===== config.mk =====
export PLATFORM = sky130hd
export DESIGN_NAME = periph_subsys_top
export DESIGN_NICKNAME = d
export VERILOG_FILES = /design/src/design/pcore_periph_pkg.sv /design/src/design/clint_tick_gen.sv /design/src/design/clint.sv /design/src/design/dbus_periph_decoder.sv /design/src/design/periph_subsys_top.sv
export SDC_FILE = /design/constraint.sdc
export NUM_CORES = 1
export LEC_CHECK = 0
export BUFFER_PORTS_ARGS = -buffer_cell sky130_fd_sc_hd__buf_2
export CAP_MARGIN = 20
export CELL_PAD_IN_SITES_DETAIL_PLACEMENT = 1
export CELL_PAD_IN_SITES_GLOBAL_PLACEMENT = 2
export CORE_MARGIN = 2
export CORE_UTILIZATION = 32
export DETAILED_ROUTE_END_ITERATION = 6
export GPL_TIMING_DRIVEN = 1
export PLACE_DENSITY = 0.82
export RECOVER_POWER = 100
export SYNTH_ARGS = -nofsm -noshare
export SYNTH_HDL_FRONTEND = slang
export SYNTH_SLANG_ARGS = --single-unit

===== constraint.sdc =====
create_clock -name clk -period 2.3 [get_ports clk]
set_clock_uncertainty 0.05 [all_clocks]
set_input_delay 0.46 -clock clk [delete_from_list [all_inputs] [get_ports clk]]
set_output_delay 0.46 -clock clk [all_outputs]
set_load 0.05 [all_outputs]

===== src/design/pcore_periph_pkg.sv =====
// Peripheral subsystem package with data-bus structs, CLINT register map and window constants
`default_nettype none

package pcore_periph_pkg;

    // ----------------------------------------------------------------------
    // Widths and address window
    // ----------------------------------------------------------------------
    localparam int unsigned XLEN             = 32;
    localparam int unsigned CLINT_ADDR_WIDTH = 5;

    // Upper half of the CLINT window, 0x0200_xxxx
    localparam logic [15:0] CLINT_BASE_HI    = 16'h0200;

    // ----------------------------------------------------------------------
    // Data bus
    // ----------------------------------------------------------------------
    // Master request towards a peripheral
    typedef struct packed {
        logic [31:0]     addr;
        logic [XLEN-1:0] w_data;
        logic            w_en;
        logic            cyc;     // live bus cycle
    } type_dbus2peri_s;

    // Peripheral response back to the master
    typedef struct packed {
        logic [XLEN-1:0] r_data;
        logic            ack;     // one cycle wide
    } type_peri2dbus_s;

    // mtime export to the CSR file
    typedef struct packed {
        logic [XLEN-1:0] time_lo;
        logic [XLEN-1:0] time_hi;
    } type_clint2csr_s;

    // ----------------------------------------------------------------------
    // CLINT register offsets
    // ----------------------------------------------------------------------
    typedef enum logic [CLINT_ADDR_WIDTH-1:0] {
        MSIP_R          = 5'h00,
        MTIMECMP_LOW_R  = 5'h08,
        MTIMECMP_HIGH_R = 5'h0C,
        MTIME_LOW_R     = 5'h10,
        MTIME_HIGH_R    = 5'h14
    } clint_reg_e;

endpackage

`default_nettype wire


===== src/design/clint_tick_gen.sv =====
// CLINT prescaler giving a one-cycle mtime tick enable every PRESCALE_DIV clocks
`timescale 1ns/1ps
`default_nettype none

module clint_tick_gen #(
    parameter int unsigned PRESCALE_DIV = 80
) (
    input  logic clk,
    input  logic rst_n,
    output logic tick_o
);

    // Counter just wide enough for 0 .. PRESCALE_DIV-1
    localparam int unsigned CNT_W = (PRESCALE_DIV > 1) ? $clog2(PRESCALE_DIV) : 1;
    localparam logic [CNT_W-1:0] CNT_LAST = CNT_W'(PRESCALE_DIV - 1);

    logic [CNT_W-1:0] cnt_q;
    logic             cnt_wrap;

    // Top of the count
    assign cnt_wrap = (cnt_q == CNT_LAST);

    always_ff @(posedge clk or negedge rst_n) begin
        if (!rst_n) begin
            cnt_q <= '0;
        end else if (cnt_wrap) begin
            cnt_q <= '0;
        end else begin
            cnt_q <= cnt_q + 1'b1;
        end
    end

    // Enable instead of a derived clock, mtime stays on clk
    assign tick_o = cnt_wrap;

endmodule

`default_nettype wire


===== src/design/clint.sv =====
// Core-local interruptor with msip, mtime and mtimecmp registers on the data bus
`timescale 1ns/1ps
`default_nettype none

module clint (
    input  logic                              clk,
    input  logic                              rst_n,
    input  pcore_periph_pkg::type_dbus2peri_s dbus2clint_i,
    input  logic                              clint_sel_i,
    input  logic                              tick_i,
    output pcore_periph_pkg::type_peri2dbus_s clint2dbus_o,
    output pcore_periph_pkg::type_clint2csr_s clint2csr_o,
    output logic                              clint_timer_irq_o,
    output logic                              clint_soft_irq_o
);

    localparam int unsigned XLEN = pcore_periph_pkg::XLEN;
    localparam int unsigned AW   = pcore_periph_pkg::CLINT_ADDR_WIDTH;

    pcore_periph_pkg::clint_reg_e addr_offset;
    logic [XLEN-1:0]              w_data;
    logic                         r_req;
    logic                         w_req;
    logic                         wr_ok;
    logic [XLEN-1:0]              rd_mux;

    // Write strobes per register
    logic msip_wr;
    logic mtime_lo_wr;
    logic mtime_hi_wr;
    logic mtimecmp_lo_wr;
    logic mtimecmp_hi_wr;

    logic            msip_q;
    logic [63:0]     mtime_q;
    logic [63:0]     mtime_d;
    logic [63:0]     mtimecmp_q;
    logic            timer_irq_q;
    logic            ack_q;
    logic [XLEN-1:0] r_data_q;

    // ----------------------------------------------------------------------
    // Bus request decode
    // ----------------------------------------------------------------------
    assign addr_offset = pcore_periph_pkg::clint_reg_e'(dbus2clint_i.addr[AW-1:0]);
    assign w_data      = dbus2clint_i.w_data;
    assign r_req       = dbus2clint_i.cyc & clint_sel_i & ~dbus2clint_i.w_en;
    assign w_req       = dbus2clint_i.cyc & clint_sel_i & dbus2clint_i.w_en;

    // No second write while the ack is still out
    assign wr_ok = w_req & ~ack_q;

    always_comb begin
        msip_wr        = 1'b0;
        mtime_lo_wr    = 1'b0;
        mtime_hi_wr    = 1'b0;
        mtimecmp_lo_wr = 1'b0;
        mtimecmp_hi_wr = 1'b0;
        if (wr_ok) begin
            case (addr_offset)
                pcore_periph_pkg::MSIP_R:          msip_wr        = 1'b1;
                pcore_periph_pkg::MTIME_LOW_R:     mtime_lo_wr    = 1'b1;
                pcore_periph_pkg::MTIME_HIGH_R:    mtime_hi_wr    = 1'b1;
                pcore_periph_pkg::MTIMECMP_LOW_R:  mtimecmp_lo_wr = 1'b1;
                pcore_periph_pkg::MTIMECMP_HIGH_R: mtimecmp_hi_wr = 1'b1;
                default: ;  // unknown offset, write dropped
            endcase
        end
    end

    // Read mux, unknown offsets give zero
    always_comb begin
        case (addr_offset)
            pcore_periph_pkg::MSIP_R:          rd_mux = {{(XLEN-1){1'b0}}, msip_q};
            pcore_periph_pkg::MTIME_LOW_R:     rd_mux = mtime_q[31:0];
            pcore_periph_pkg::MTIME_HIGH_R:    rd_mux = mtime_q[63:32];
            pcore_periph_pkg::MTIMECMP_LOW_R:  rd_mux = mtimecmp_q[31:0];
            pcore_periph_pkg::MTIMECMP_HIGH_R: rd_mux = mtimecmp_q[63:32];
            default:                           rd_mux = '0;
        endcase
    end

    // ----------------------------------------------------------------------
    // Registers
    // ----------------------------------------------------------------------
    // msip holds bit 0 only
    always_ff @(posedge clk or negedge rst_n) begin
        if (!rst_n) begin
            msip_q <= 1'b0;
        end else if (msip_wr) begin
            msip_q <= w_data[0];
        end
    end

    // mtime next value, a bus write wins over the tick
    always_comb begin
        mtime_d = mtime_q;
        if (tick_i) begin
            mtime_d = mtime_q + 64'd1;
        end
        if (mtime_lo_wr) begin
            mtime_d = {mtime_q[63:32], w_data};
        end else if (mtime_hi_wr) begin
            mtime_d = {w_data, mtime_q[31:0]};
        end
    end

    always_ff @(posedge clk or negedge rst_n) begin
        if (!rst_n) begin
            mtime_q <= '0;
        end else begin
            mtime_q <= mtime_d;
        end
    end

    // Compare register, one half per write
    always_ff @(posedge clk or negedge rst_n) begin
        if (!rst_n) begin
            mtimecmp_q <= '0;
        end else if (mtimecmp_lo_wr) begin
            mtimecmp_q[31:0] <= w_data;
        end else if (mtimecmp_hi_wr) begin
            mtimecmp_q[63:32] <= w_data;
        end
    end

    // ----------------------------------------------------------------------
    // Interrupts
    // ----------------------------------------------------------------------
    // Registered compare, lags mtime/mtimecmp by one cycle
    always_ff @(posedge clk or negedge rst_n) begin
        if (!rst_n) begin
            timer_irq_q <= 1'b0;
        end else begin
            timer_irq_q <= (mtime_q >= mtimecmp_q);
        end
    end

    assign clint_timer_irq_o = timer_irq_q;
    assign clint_soft_irq_o  = msip_q;

    // ----------------------------------------------------------------------
    // Bus response
    // ----------------------------------------------------------------------
    // Ack one cycle after the request, never twice in a row
    always_ff @(posedge clk or negedge rst_n) begin
        if (!rst_n) begin
            ack_q <= 1'b0;
        end else begin
            ack_q <= (r_req | w_req) & ~ack_q;
        end
    end

    // Read data lines up with ack, zero otherwise
    always_ff @(posedge clk) begin
        if (r_req & ~ack_q) begin
            r_data_q <= rd_mux;
        end else begin
            r_data_q <= '0;
        end
    end

    assign clint2dbus_o.ack    = ack_q;
    assign clint2dbus_o.r_data = r_data_q;

    // Live timer value for the CSR file
    assign clint2csr_o.time_lo = mtime_q[31:0];
    assign clint2csr_o.time_hi = mtime_q[63:32];

endmodule

`default_nettype wire


===== src/design/dbus_periph_decoder.sv =====
// Data-bus decoder steering cycles to the CLINT and answering unmapped addresses
`timescale 1ns/1ps
`default_nettype none

module dbus_periph_decoder (
    input  logic                              clk,
    input  logic                              rst_n,
    input  pcore_periph_pkg::type_dbus2peri_s dbus2peri_i,
    output pcore_periph_pkg::type_peri2dbus_s peri2dbus_o,
    output logic                              clint_sel_o,
    output pcore_periph_pkg::type_dbus2peri_s dbus2clint_o,
    input  pcore_periph_pkg::type_peri2dbus_s clint2dbus_i
);

    logic                              unmapped;
    logic                              accept;
    logic                              clint_sel_q;
    logic                              def_ack_q;
    pcore_periph_pkg::type_peri2dbus_s clint_rsp;
    pcore_periph_pkg::type_peri2dbus_s def_rsp;

    // ----------------------------------------------------------------------
    // Address window
    // ----------------------------------------------------------------------
    assign clint_sel_o  = dbus2peri_i.cyc &
                          (dbus2peri_i.addr[31:16] == pcore_periph_pkg::CLINT_BASE_HI);
    assign unmapped     = dbus2peri_i.cyc & ~clint_sel_o;
    assign dbus2clint_o = dbus2peri_i;

    // New cycle taken when no ack is out
    assign accept = dbus2peri_i.cyc & ~peri2dbus_o.ack;

    // Select as seen when the cycle was taken
    always_ff @(posedge clk or negedge rst_n) begin
        if (!rst_n) begin
            clint_sel_q <= 1'b0;
        end else if (accept) begin
            clint_sel_q <= clint_sel_o;
        end
    end

    // Default responder, one-cycle ack with zero data
    always_ff @(posedge clk or negedge rst_n) begin
        if (!rst_n) begin
            def_ack_q <= 1'b0;
        end else begin
            def_ack_q <= unmapped & ~def_ack_q;
        end
    end

    // ----------------------------------------------------------------------
    // Response merge
    // ----------------------------------------------------------------------
    assign clint_rsp      = clint_sel_q ? clint2dbus_i : '0;
    assign def_rsp.r_data = '0;
    assign def_rsp.ack    = def_ack_q;

    // Only one side is ever active
    assign peri2dbus_o = clint_rsp | def_rsp;

endmodule

`default_nettype wire


===== src/design/periph_subsys_top.sv =====
// Peripheral subsystem top with data-bus decoder, CLINT and mtime prescaler
`timescale 1ns/1ps
`default_nettype none

module periph_subsys_top #(
    parameter int unsigned PRESCALE_DIV = 80
) (
    input  logic                              clk,
    input  logic                              rst_n,
    input  pcore_periph_pkg::type_dbus2peri_s dbus2peri_i,
    output pcore_periph_pkg::type_peri2dbus_s peri2dbus_o,
    output pcore_periph_pkg::type_clint2csr_s clint2csr_o,
    output logic                              timer_irq_o,
    output logic                              soft_irq_o
);

    // Decoder to CLINT
    pcore_periph_pkg::type_dbus2peri_s dbus2clint;
    pcore_periph_pkg::type_peri2dbus_s clint2dbus;
    logic                              clint_sel;
    logic                              mtime_tick;

    // ----------------------------------------------------------------------
    // Bus decode
    // ----------------------------------------------------------------------
    dbus_periph_decoder u_decoder (
        .clk          (clk),
        .rst_n        (rst_n),
        .dbus2peri_i  (dbus2peri_i),
        .peri2dbus_o  (peri2dbus_o),
        .clint_sel_o  (clint_sel),
        .dbus2clint_o (dbus2clint),
        .clint2dbus_i (clint2dbus)
    );

    // mtime enable
    clint_tick_gen #(
        .PRESCALE_DIV (PRESCALE_DIV)
    ) u_tick_gen (
        .clk    (clk),
        .rst_n  (rst_n),
        .tick_o (mtime_tick)
    );

    // ----------------------------------------------------------------------
    // CLINT
    // ----------------------------------------------------------------------
    clint u_clint (
        .clk               (clk),
        .rst_n             (rst_n),
        .dbus2clint_i      (dbus2clint),
        .clint_sel_i       (clint_sel),
        .tick_i            (mtime_tick),
        .clint2dbus_o      (clint2dbus),
        .clint2csr_o       (clint2csr_o),
        .clint_timer_irq_o (timer_irq_o),
        .clint_soft_irq_o  (soft_irq_o)
    );

endmodule

`default_nettype wire


==> After elaboration in Yosys (flattened, before gate mapping) <==
Index checks and enable logic that the tools add are counted.
{ "totals": {"register_bits": 172, "wordCells": 62, "out_inout_bits": 99} }
{ "classes": {"addsub": 2, "n_mux": 16, "n_reduce_logical": 6, "eq_ne": 7, "bitwise_logic": 19, "n_lt_le_gt_ge": 1} }
{ "op_table": {"columns": ["operator", "count"], "rows": [
  ["$pmux W32 S5", 1],
  ["$mux W64", 2],
  ["$add A64 B1 Y64 const B", 1],
  ["$ge A64 B64 Y1", 1],
  ["$mux W33", 1],
  ["$or A33 B1 Y33", 1],
  ["$mux W32", 1],
  ["$eq A16 B10 Y1 const B", 1],
  ["$and A1 B1 Y1", 10],
  ["$eq A5 B4 Y1 const B", 2],
  ["$eq A5 B5 Y1 const B", 2],
  ["$mux W1", 10],
  ["$add A7 B1 Y7 const B", 1],
  ["$eq A7 B7 Y1 const B", 1],
  ["$mux W7", 1],
  ["$not A1 Y1", 7],
  ["$reduce_and A2 Y1", 3],
  ["$logic_not A5 Y1", 1],
  ["$reduce_bool A2 Y1", 2],
  ["$ne A2 B1 Y1 const B", 1],
  ["$or A1 B1 Y1", 1]
]} }

==> Longest topological paths before layout <==
Gate-level depths: netlist (run 1).
{ "logic_depth": {"ltp_word": 8, "ltp_mapped": 9} }

==> Hierarchy <==
Synthesis (run 1) repeated with hierarchy kept, for this count alone.
{ "unflattened": {"hier_cells": 1159, "hier_area_um2": 10495.1} }
{ "modules_own_cells": {"columns": ["module", "cells_per_inst", "n_inst", "area_each_um2"], "rows": [
  ["clint", 1018, 1, 9316.4],
  ["dbus_periph_decoder", 114, 1, 855.8],
  ["clint_tick_gen", 27, 1, 322.8]
]} }

==> Least setup slack after synthesis (run 1) <==
OpenSTA, ideal clock, no wires.
{ "synth_timing": {"path_kind": "register -> register", "startpoint": "register u_clint.mtime_q[20]", "endpoint": "register u_clint.mtime_q[55]", "setup_slack_ps": -295, "t_required_ps": 2099, "arrival_ps": 2394, "path_stages_with_launch": 7, "period_less_slack_ps": 2595, "path_cell_list": "dfrtp_1 -> nand3_1 -> nor4_4 -> nand2_4 -> or4_4 -> o211ai_2 -> o311ai_1"} }
{ "synth_via": {"elab_chain_len": 3} }
{ "synth_lines": {"columns": ["element", "line_no", "text"], "rows": [
  ["from (decl)", "clint.sv:35", "logic [63:0] mtime_q;"],
  ["from (signal assigned)", "clint.sv:112", "mtime_q <= mtime_d;"],
  ["$add A64 B1 Y64", "clint.sv:99", "mtime_d = mtime_q + 64'd1;"],
  ["$mux W64", "clint.sv:98", "if (tick_i) begin"],
  ["$mux W64", "clint.sv:103", "end else if (mtime_hi_wr) begin"]
]} }
No other way between the ends. The select of a mux whose other input is x is not followed.
A chain may end at the register's enable or synchronous reset.

==> Worst setup path after layout (run 1) <==
{ "layout_timing": {"startpoint": "register u_clint.mtime_q[8]", "endpoint": "register u_clint.timer_irq_q (netlist: u_clint.clint_timer_irq_o)"} }
{ "layout_via": {"elab_chain_len": 1} }
{ "layout_lines": {"columns": ["element", "line_no", "text"], "rows": [
  ["$ge A64 B64 Y1", "clint.sv:135", "timer_irq_q <= (mtime_q >= mtimecmp_q);"],
  ["to (signal assigned)", "clint.sv:135", null],
  ["to (decl)", "clint.sv:38", "logic timer_irq_q;"]
]} }
No other way between the ends.

==> impl_metrics.csv, run 1 <==
group,metric,value,unit
global_routing,antenna_found_initial,0,
timing,rsz0062_at_grt,"yes",
timing,worstMarginPinSlew,1210,ps
placed_design,place_ws,-486,ps
placed_design,port_buffers,155,
placed_design,routabilityCongestion,0.887,
clock_tree,clkSlewWorstSetupHoldPaths,80,ps
placed_design,postPlaceCellArea,12900,um^2
yosys,netlist_area,10300,um^2
run_status,violations,"negative setup slack",
cells_and_area,fin_area,13700,um^2
cells_and_area,final_util,0.433,
timing,fin_crit_sh,1.03,
clock_tree,clockBufferDepth,2,
route,num_vias,10100,
global_routing,grt_pass1_vias,10400,
timing,finalHoldViolations,0,
critical_path,worst_setup_path_start_kind,"register",
timing,fmax,422,MHz
route,vias_per_cell,5.57,
global_routing,grt_pass1_wl,62.7,mm
yosys,yosysSeqAreaShare,0.401,
run_status,status,"finished with violations",
pwr,ir_drop,0.540,mV
timing,max_slew_margin,0.196,
die,coreArea,31700,um^2
cells_and_area,area_growth,32.8,%
pwr,total_power,6.57,mW
clock_tree,insertion_delay,460,ps
yosys,synth-main-ff-cell,"dfrtp_1",
global_routing,grt_overflow,0,
clock_tree,cts_max_level,4,
critical_path,critPathArrivalTime,2650,ps
timing,setup_viol,2,
critical_path,rr_worst_depth,9,
die,start_util,0.326,
critical_path,crit_required,2580,ps
critical_path,worstSetupEndpointType,"register",
hold_path,hp-class,"in2reg",
die,die_area,33700,um^2
yosys,synthArstFlopShare,0.814,
route,ant_nets,0,
yosys,syn_inst,1085,
timing,drv_slew,0,
yosys,yosys-top-cells-area,"dfrtp_1 34%, ha_1 8.0%, mux2_2 7.2%",
timing,holdWs,232,ps
timing,finalCriticalPeriod,2370,ps
die,die_h,184,um
route,drc,0,
route,dr.pass1.iters,6,
global_routing,grt_usage,0.248,
yosys,synth_edf_count,0,
yosys,yosysTopAreaCellShare,0.339,
cells_and_area,n_antenna_cell,0,
pwr,leakage,5.88,nW
die,io-pin-count,167,
yosys,syn_nets,1219,
yosys,synth.avg_cell_area,9.53,um^2
clock_tree,cts_tree,"built",
yosys,yosysUniqueCellTypes,74,
run,maxCapViolCount,0,
clock_tree,cts_sinks,172,
route,dr.first_iter.drc_count,812,
critical_path,worstSetupPathType,"reg2reg",
hold_path,min_delay_path_depth,3,
critical_path,path_max_fanout,3,
pwr,cellPowerDensity,479,nW/um^2
cells_and_area,nets,1531,
placed_design,post-dp-hpwl,31.5,mm
route,wl_per_cell,23.0,um
timing,setup_slack,-71.6,ps
yosys,ys_ff_latch,172,
die,fp.dieW,184,um
die,fp-row-count,65,
global_routing,grt_max_degree,43,
route,drt-total-wl,41.7,mm
cells_and_area,drive_gt1_frac,0.319,
yosys,synth_top_area_cell,"dfrtp_1",
clock_tree,cts_root_buffer,"clkbuf_16",
clock_tree,cts_buffers,17,
yosys,ys_warn_count,0,
## sequential cells by signal, indices dropped and copies added (netlist names)
register and flops:
u_clint.mtime_q 64, u_clint.mtimecmp_q 64, u_clint.r_data_q 32, u_tick_gen.cnt_q 7
u_clint.ack_q 1, u_clint.clint_soft_irq_o 1, u_clint.clint_timer_irq_o 1, u_decoder.clint_sel_q 1
u_decoder.def_ack_q 1
## stage by stage
stage,TNS [ps],cells
floorplan,-20.4,1085
finish,-79.9,1812
global route,-2520,1812
detailed placement,-7160,1757
CTS,-55.4,1792
global placement,-4250,1757
## power by group
part	internal, mW	switching (mW)
Combinational	0.0724	0.178
Clock	1.99	1.31
Sequential	3.02	0.000663
Total	5.08	1.49
## placed cells by master, fill, tap and decap left out, types with 10 or more instances in the layout
cell type,instances
inv_1,73
dfxtp_1,32
dfrtp_1,99
a222oi_1,31
mux2_2,66
xnor2_1,33
buf_2,55
buf_12,10
a22o_1,31
clkbuf_4,10
a21o_1,13
clkbuf_16,17
or3_1,10
nor2_1,69
a21oi_1,31
and3_1,12
nor4_1,15
nand3_1,34
buf_4,157
clkbuf_1,84
o21ai_0,52
and2_1,45
clkbuf_2,31
ha_1,65
nand4_1,30
dfrtp_2,41
nor3_1,23
xor2_1,12
nand2_1,93
## critical path: stages (launching register included)
cell	delay (ps)
dfrtp_2	450
buf_4	160
ha_1	280
nand4_1	190
nor4_2	360
buf_4	180
nor3_1	50
o21a_1	160
o311a_1	100
o211ai_1	280
## cells in the mapped netlist, drive strengths merged, types with 3 or more instances
cell / n
inv: 73
nand3: 38
a22o: 31
a2111oi: 3
a211oi: 6
mux2i: 3
nand2: 95
and4: 6
xnor2: 33
ha: 66
a222oi: 31
mux2: 66
nor3: 28
o211ai: 6
nor4: 25
nand4: 34
buf: 18
a21oi: 32
a21boi: 3
dfrtp: 140
xor2: 12
clkbuf: 36
nor4b: 4
a221o: 3
o21ai: 57
o41ai: 5
o311ai: 3
a21o: 13
a221oi: 3
and3: 12
dfxtp: 32
a31oi: 4
or3: 12
nor2b: 5
o22ai: 3
nor2: 71
and2: 47
## final timing paths
path	start	endpoint	slack, ps
min	dbus2peri_i[5]	u_clint.mtime_q[35]$_DFFE_PN0P_	230
min reg2reg	u_tick_gen.cnt_q[1]$_DFF_PN0_	u_tick_gen.cnt_q[1]$_DFF_PN0_	460
max reg2reg	u_clint.mtime_q[8]$_DFFE_PN0P_	u_clint.clint_timer_irq_o$_DFF_PN0_	-70
min in group asynchronous	rst_n	u_clint.mtimecmp_q[50]$_DFFE_PN0P_	730
max	u_clint.mtime_q[8]$_DFFE_PN0P_	u_clint.clint_timer_irq_o$_DFF_PN0_	-70
max in group asynchronous	rst_n	u_clint.mtime_q[2]$_DFFE_PN0P_	190
## cell families (layout without fill, tap and decap cells)
kind of cell / Yosys count / count (layout) / share of synthesized area
compound gates: 218 / 218 / 0.154
simple gates: 387 / 387 / 0.203
buf+inv: 128 / 453 / 0.0488
fa+ha+maj: 66 / 66 / 0.0799
mux: 69 / 69 / 0.0748
flops: 172 / 172 / 0.401
xor+xnor: 45 / 45 / 0.0381
## final cells by class
class | instances | area (um^2)
Fill cell | 3700 | 18000
Multi-Input combinational cell | 785 | 5870
Sequential cell | 172 | 4200
Timing Repair Buffer | 347 | 2220
Tap cell | 402 | 503
Clock buffer | 22 | 464
Inverter | 74 | 278
Clock inverter | 10 | 188
## repair_timing
item	CTS	global route
hold buffers	1	0
resized for setup	14	26
setup buffers	2	20
pin swaps	1	21
setup endpoints to repair	13	29
endpoints found under the hold margin	36	0
cloned	0	0
## routing by layer
metal | global-route usage | up-vias | wire, um
met1 | 0.323 | 5105 | 18200
met5 | 0 | - | 0
met3 | 0.0442 | 66 | 2230
met2 | 0.416 | 327 | 20100
met4 | 0.0806 | 0 | 1160
li1 | - | 4599 | -
(Power assumes the default switching activity.)
==> run 2: changes to the inputs <==
Settings changed: CORE_MARGIN 2 to not set.
==> impl_metrics.csv, run 2 (same netlist as run 1, synthesis figures left out) <==
group,metric,value,unit
run_status,status,"finished with violations",
run_status,violations,"negative setup slack",
pwr,p_int,4.71,mW
critical_path,crit_required,2610,ps
timing,drv_slew,0,
pwr,pwr-share-comb,0.038,
clock_tree,cts_buffers,17,
route,dr.pass1.iters,6,
global_routing,grt_max_degree,71,
timing,max_slew_margin,0.341,
die,fp-row-count,65,
pwr,p_seq_frac,0.481,
die,coreArea,31600,um^2
cells_and_area,nets,1548,
clock_tree,clkSlewWorstSetupHoldPaths,80,ps
critical_path,critPathArrivalTime,2630,ps
route,wl_per_cell,22.5,um
critical_path,worstSetupPathType,"reg2reg",
pwr,p_clk_frac,0.480,
die,die_h,182,um
global_routing,grt_usage,0.249,
die,fp.dieW,182,um
pwr,switchingPower,1.56,mW
cells_and_area,area_growth,34.4,%
timing,finalSetupTns,-18.3,ps
route,ant_nets,0,
timing,holdWs,228,ps
global_routing,antenna_found_initial,0,
global_routing,grt_pass1_vias,10700,
placed_design,postPlaceCellArea,13000,um^2
pwr,leakage,6.02,nW
die,die_area,33000,um^2
route,vias_per_cell,5.56,
critical_path,path_max_fanout,3,
route,drt-total-wl,41.2,mm
timing,fmax,431,MHz
timing,setup_viol,1,
cells_and_area,n_antenna_cell,0,
clock_tree,clockBufferDepth,2,
timing,fin_crit_sh,1.01,
route,dr.first_iter.drc_count,833,
hold_path,hp-class,"in2reg",
cells_and_area,final_common_cell,"buf_4",
placed_design,post-dp-hpwl,31.3,mm
timing,setup_slack,-18.3,ps
pwr,sw_frac_of_total,0.249,
cells_and_area,drive_gt1_frac,0.343,
die,start_util,0.327,
timing,finalCriticalPeriod,2320,ps
clock_tree,cts_root_buffer,"clkbuf_16",
cells_and_area,fin_area,13900,um^2
placed_design,routabilityCongestion,0.903,
cells_and_area,reg_top3,"u_clint.mtime_q x64, u_clint.mtimecmp_q x64, u_clint.r_data_q x32",
run,maxCapViolCount,0,
pwr,cellPowerDensity,451,nW/um^2
timing,worstMarginPinSlew,989,ps
route,num_vias,10200,
die,io-pin-count,167,
pwr,ir_drop,0.518,mV
timing,rsz0062_at_grt,"yes",
critical_path,worstSetupEndpointType,"register",
clock_tree,insertion_delay,450,ps
global_routing,grt_overflow,0,
global_routing,grt_pass1_wl,62.8,mm
timing,finalHoldViolations,0,
clock_tree,cts_sinks,172,
route,drc,0,
placed_design,port_buffers,155,
clock_tree,cts_max_level,4,
cells_and_area,final_cell_mix,"191 x buf_4, 99 x dfrtp_1, 91 x nand2_1, 78 x clkbuf_1, 76 x buf_2",
clock_tree,cts_tree,"built",
critical_path,worst_setup_path_start_kind,"register",
run 2: cell count changes in the layout (fill, tap and decap cells not counted), moves of 4 or more:
cell	previous run	this run
buf_2	55	76
clkbuf_2	31	5
buf_12	10	5
clkbuf_1	84	78
buf_6	2	7
clkbuf_4	10	1
buf_4	157	191
inv_6	1	5
run 2: power groups by stage:
stage               clock [mW]  sequential, mW  combinational (mW)
floorplan                    0            3.08              0.0517
global placement             0            3.08               0.245
detailed placement           0            3.08               0.247
CTS                       3.06            3.01               0.250
global route              3.17            3.01               0.261
finish                    3.01            3.01               0.241
run 2: metrics by stage:
step	setup WS [ps]	utilization	std cells	total power, mW
2_1_floorplan	-20.4	-	1085	3.13
3_3_place_gp	-141	0.412	1777	3.32
3_5_place_dp	-180	0.412	1777	3.32
4_1_cts	5.87	0.434	1814	6.32
5_1_grt	-85.3	0.439	1829	6.44
6_report	-18.3	0.439	1829	6.26
run 2: cell type report:
cell class                      count  area [um^2]
Multi-Input combinational cell    785         6000
Tap cell                          402          503
Clock buffer                       17          425
Fill cell                        3689        17700
Inverter                           74          278
Clock inverter                     15          163
Timing Repair Buffer              364         2330
Sequential cell                   172         4200
run 2: routing by layer:
layer	vias up	part of all wire	wire length, um	global-route usage
met2	296	0.49	20300	0.425
met3	59	0.045	1850	0.0377
met1	5186	0.43	17900	0.320
met5	-	0	0	0
met4	0	0.027	1120	0.0864
li1	4626	-	-	-
run 2: what timing repair did:
item,CTS,global route
setup buffers,5,15
hold buffers,1,0
cloned,0,0
setup endpoints to repair,18,32
pin swaps,9,18
gates resized for setup,17,46
endpoints found under the hold margin,12,0
run 2: final timing paths:
kind | from | to | slack, ps | cells after the start
worst max-delay path | u_clint.mtimecmp_q[61]$_DFFE_PN0P_ | u_clint.clint_timer_irq_o$_DFF_PN0_ | -20 | 7
worst max register to register | u_clint.mtimecmp_q[61]$_DFFE_PN0P_ | u_clint.clint_timer_irq_o$_DFF_PN0_ | -20 | 7
max in group asynchronous | rst_n | u_clint.mtime_q[31]$_DFFE_PN0P_ | 250 | 3
min in group asynchronous | rst_n | u_clint.mtimecmp_q[44]$_DFFE_PN0P_ | 640 | 2
worst min register to register | u_tick_gen.cnt_q[2]$_DFF_PN0_ | u_tick_gen.cnt_q[2]$_DFF_PN0_ | 480 | 1
worst min-delay path | dbus2peri_i[19] | u_clint.mtime_q[17]$_DFFE_PN0P_ | 230 | 3
run 2: worst max-delay path, stage by stage (launching register included):
cell	delay [ps]
dfrtp_1	390
inv_1	100
ha_1	300
nand4_1	210
or3_1	490
nor2_1	310
nand3_1	150
o211ai_1	230
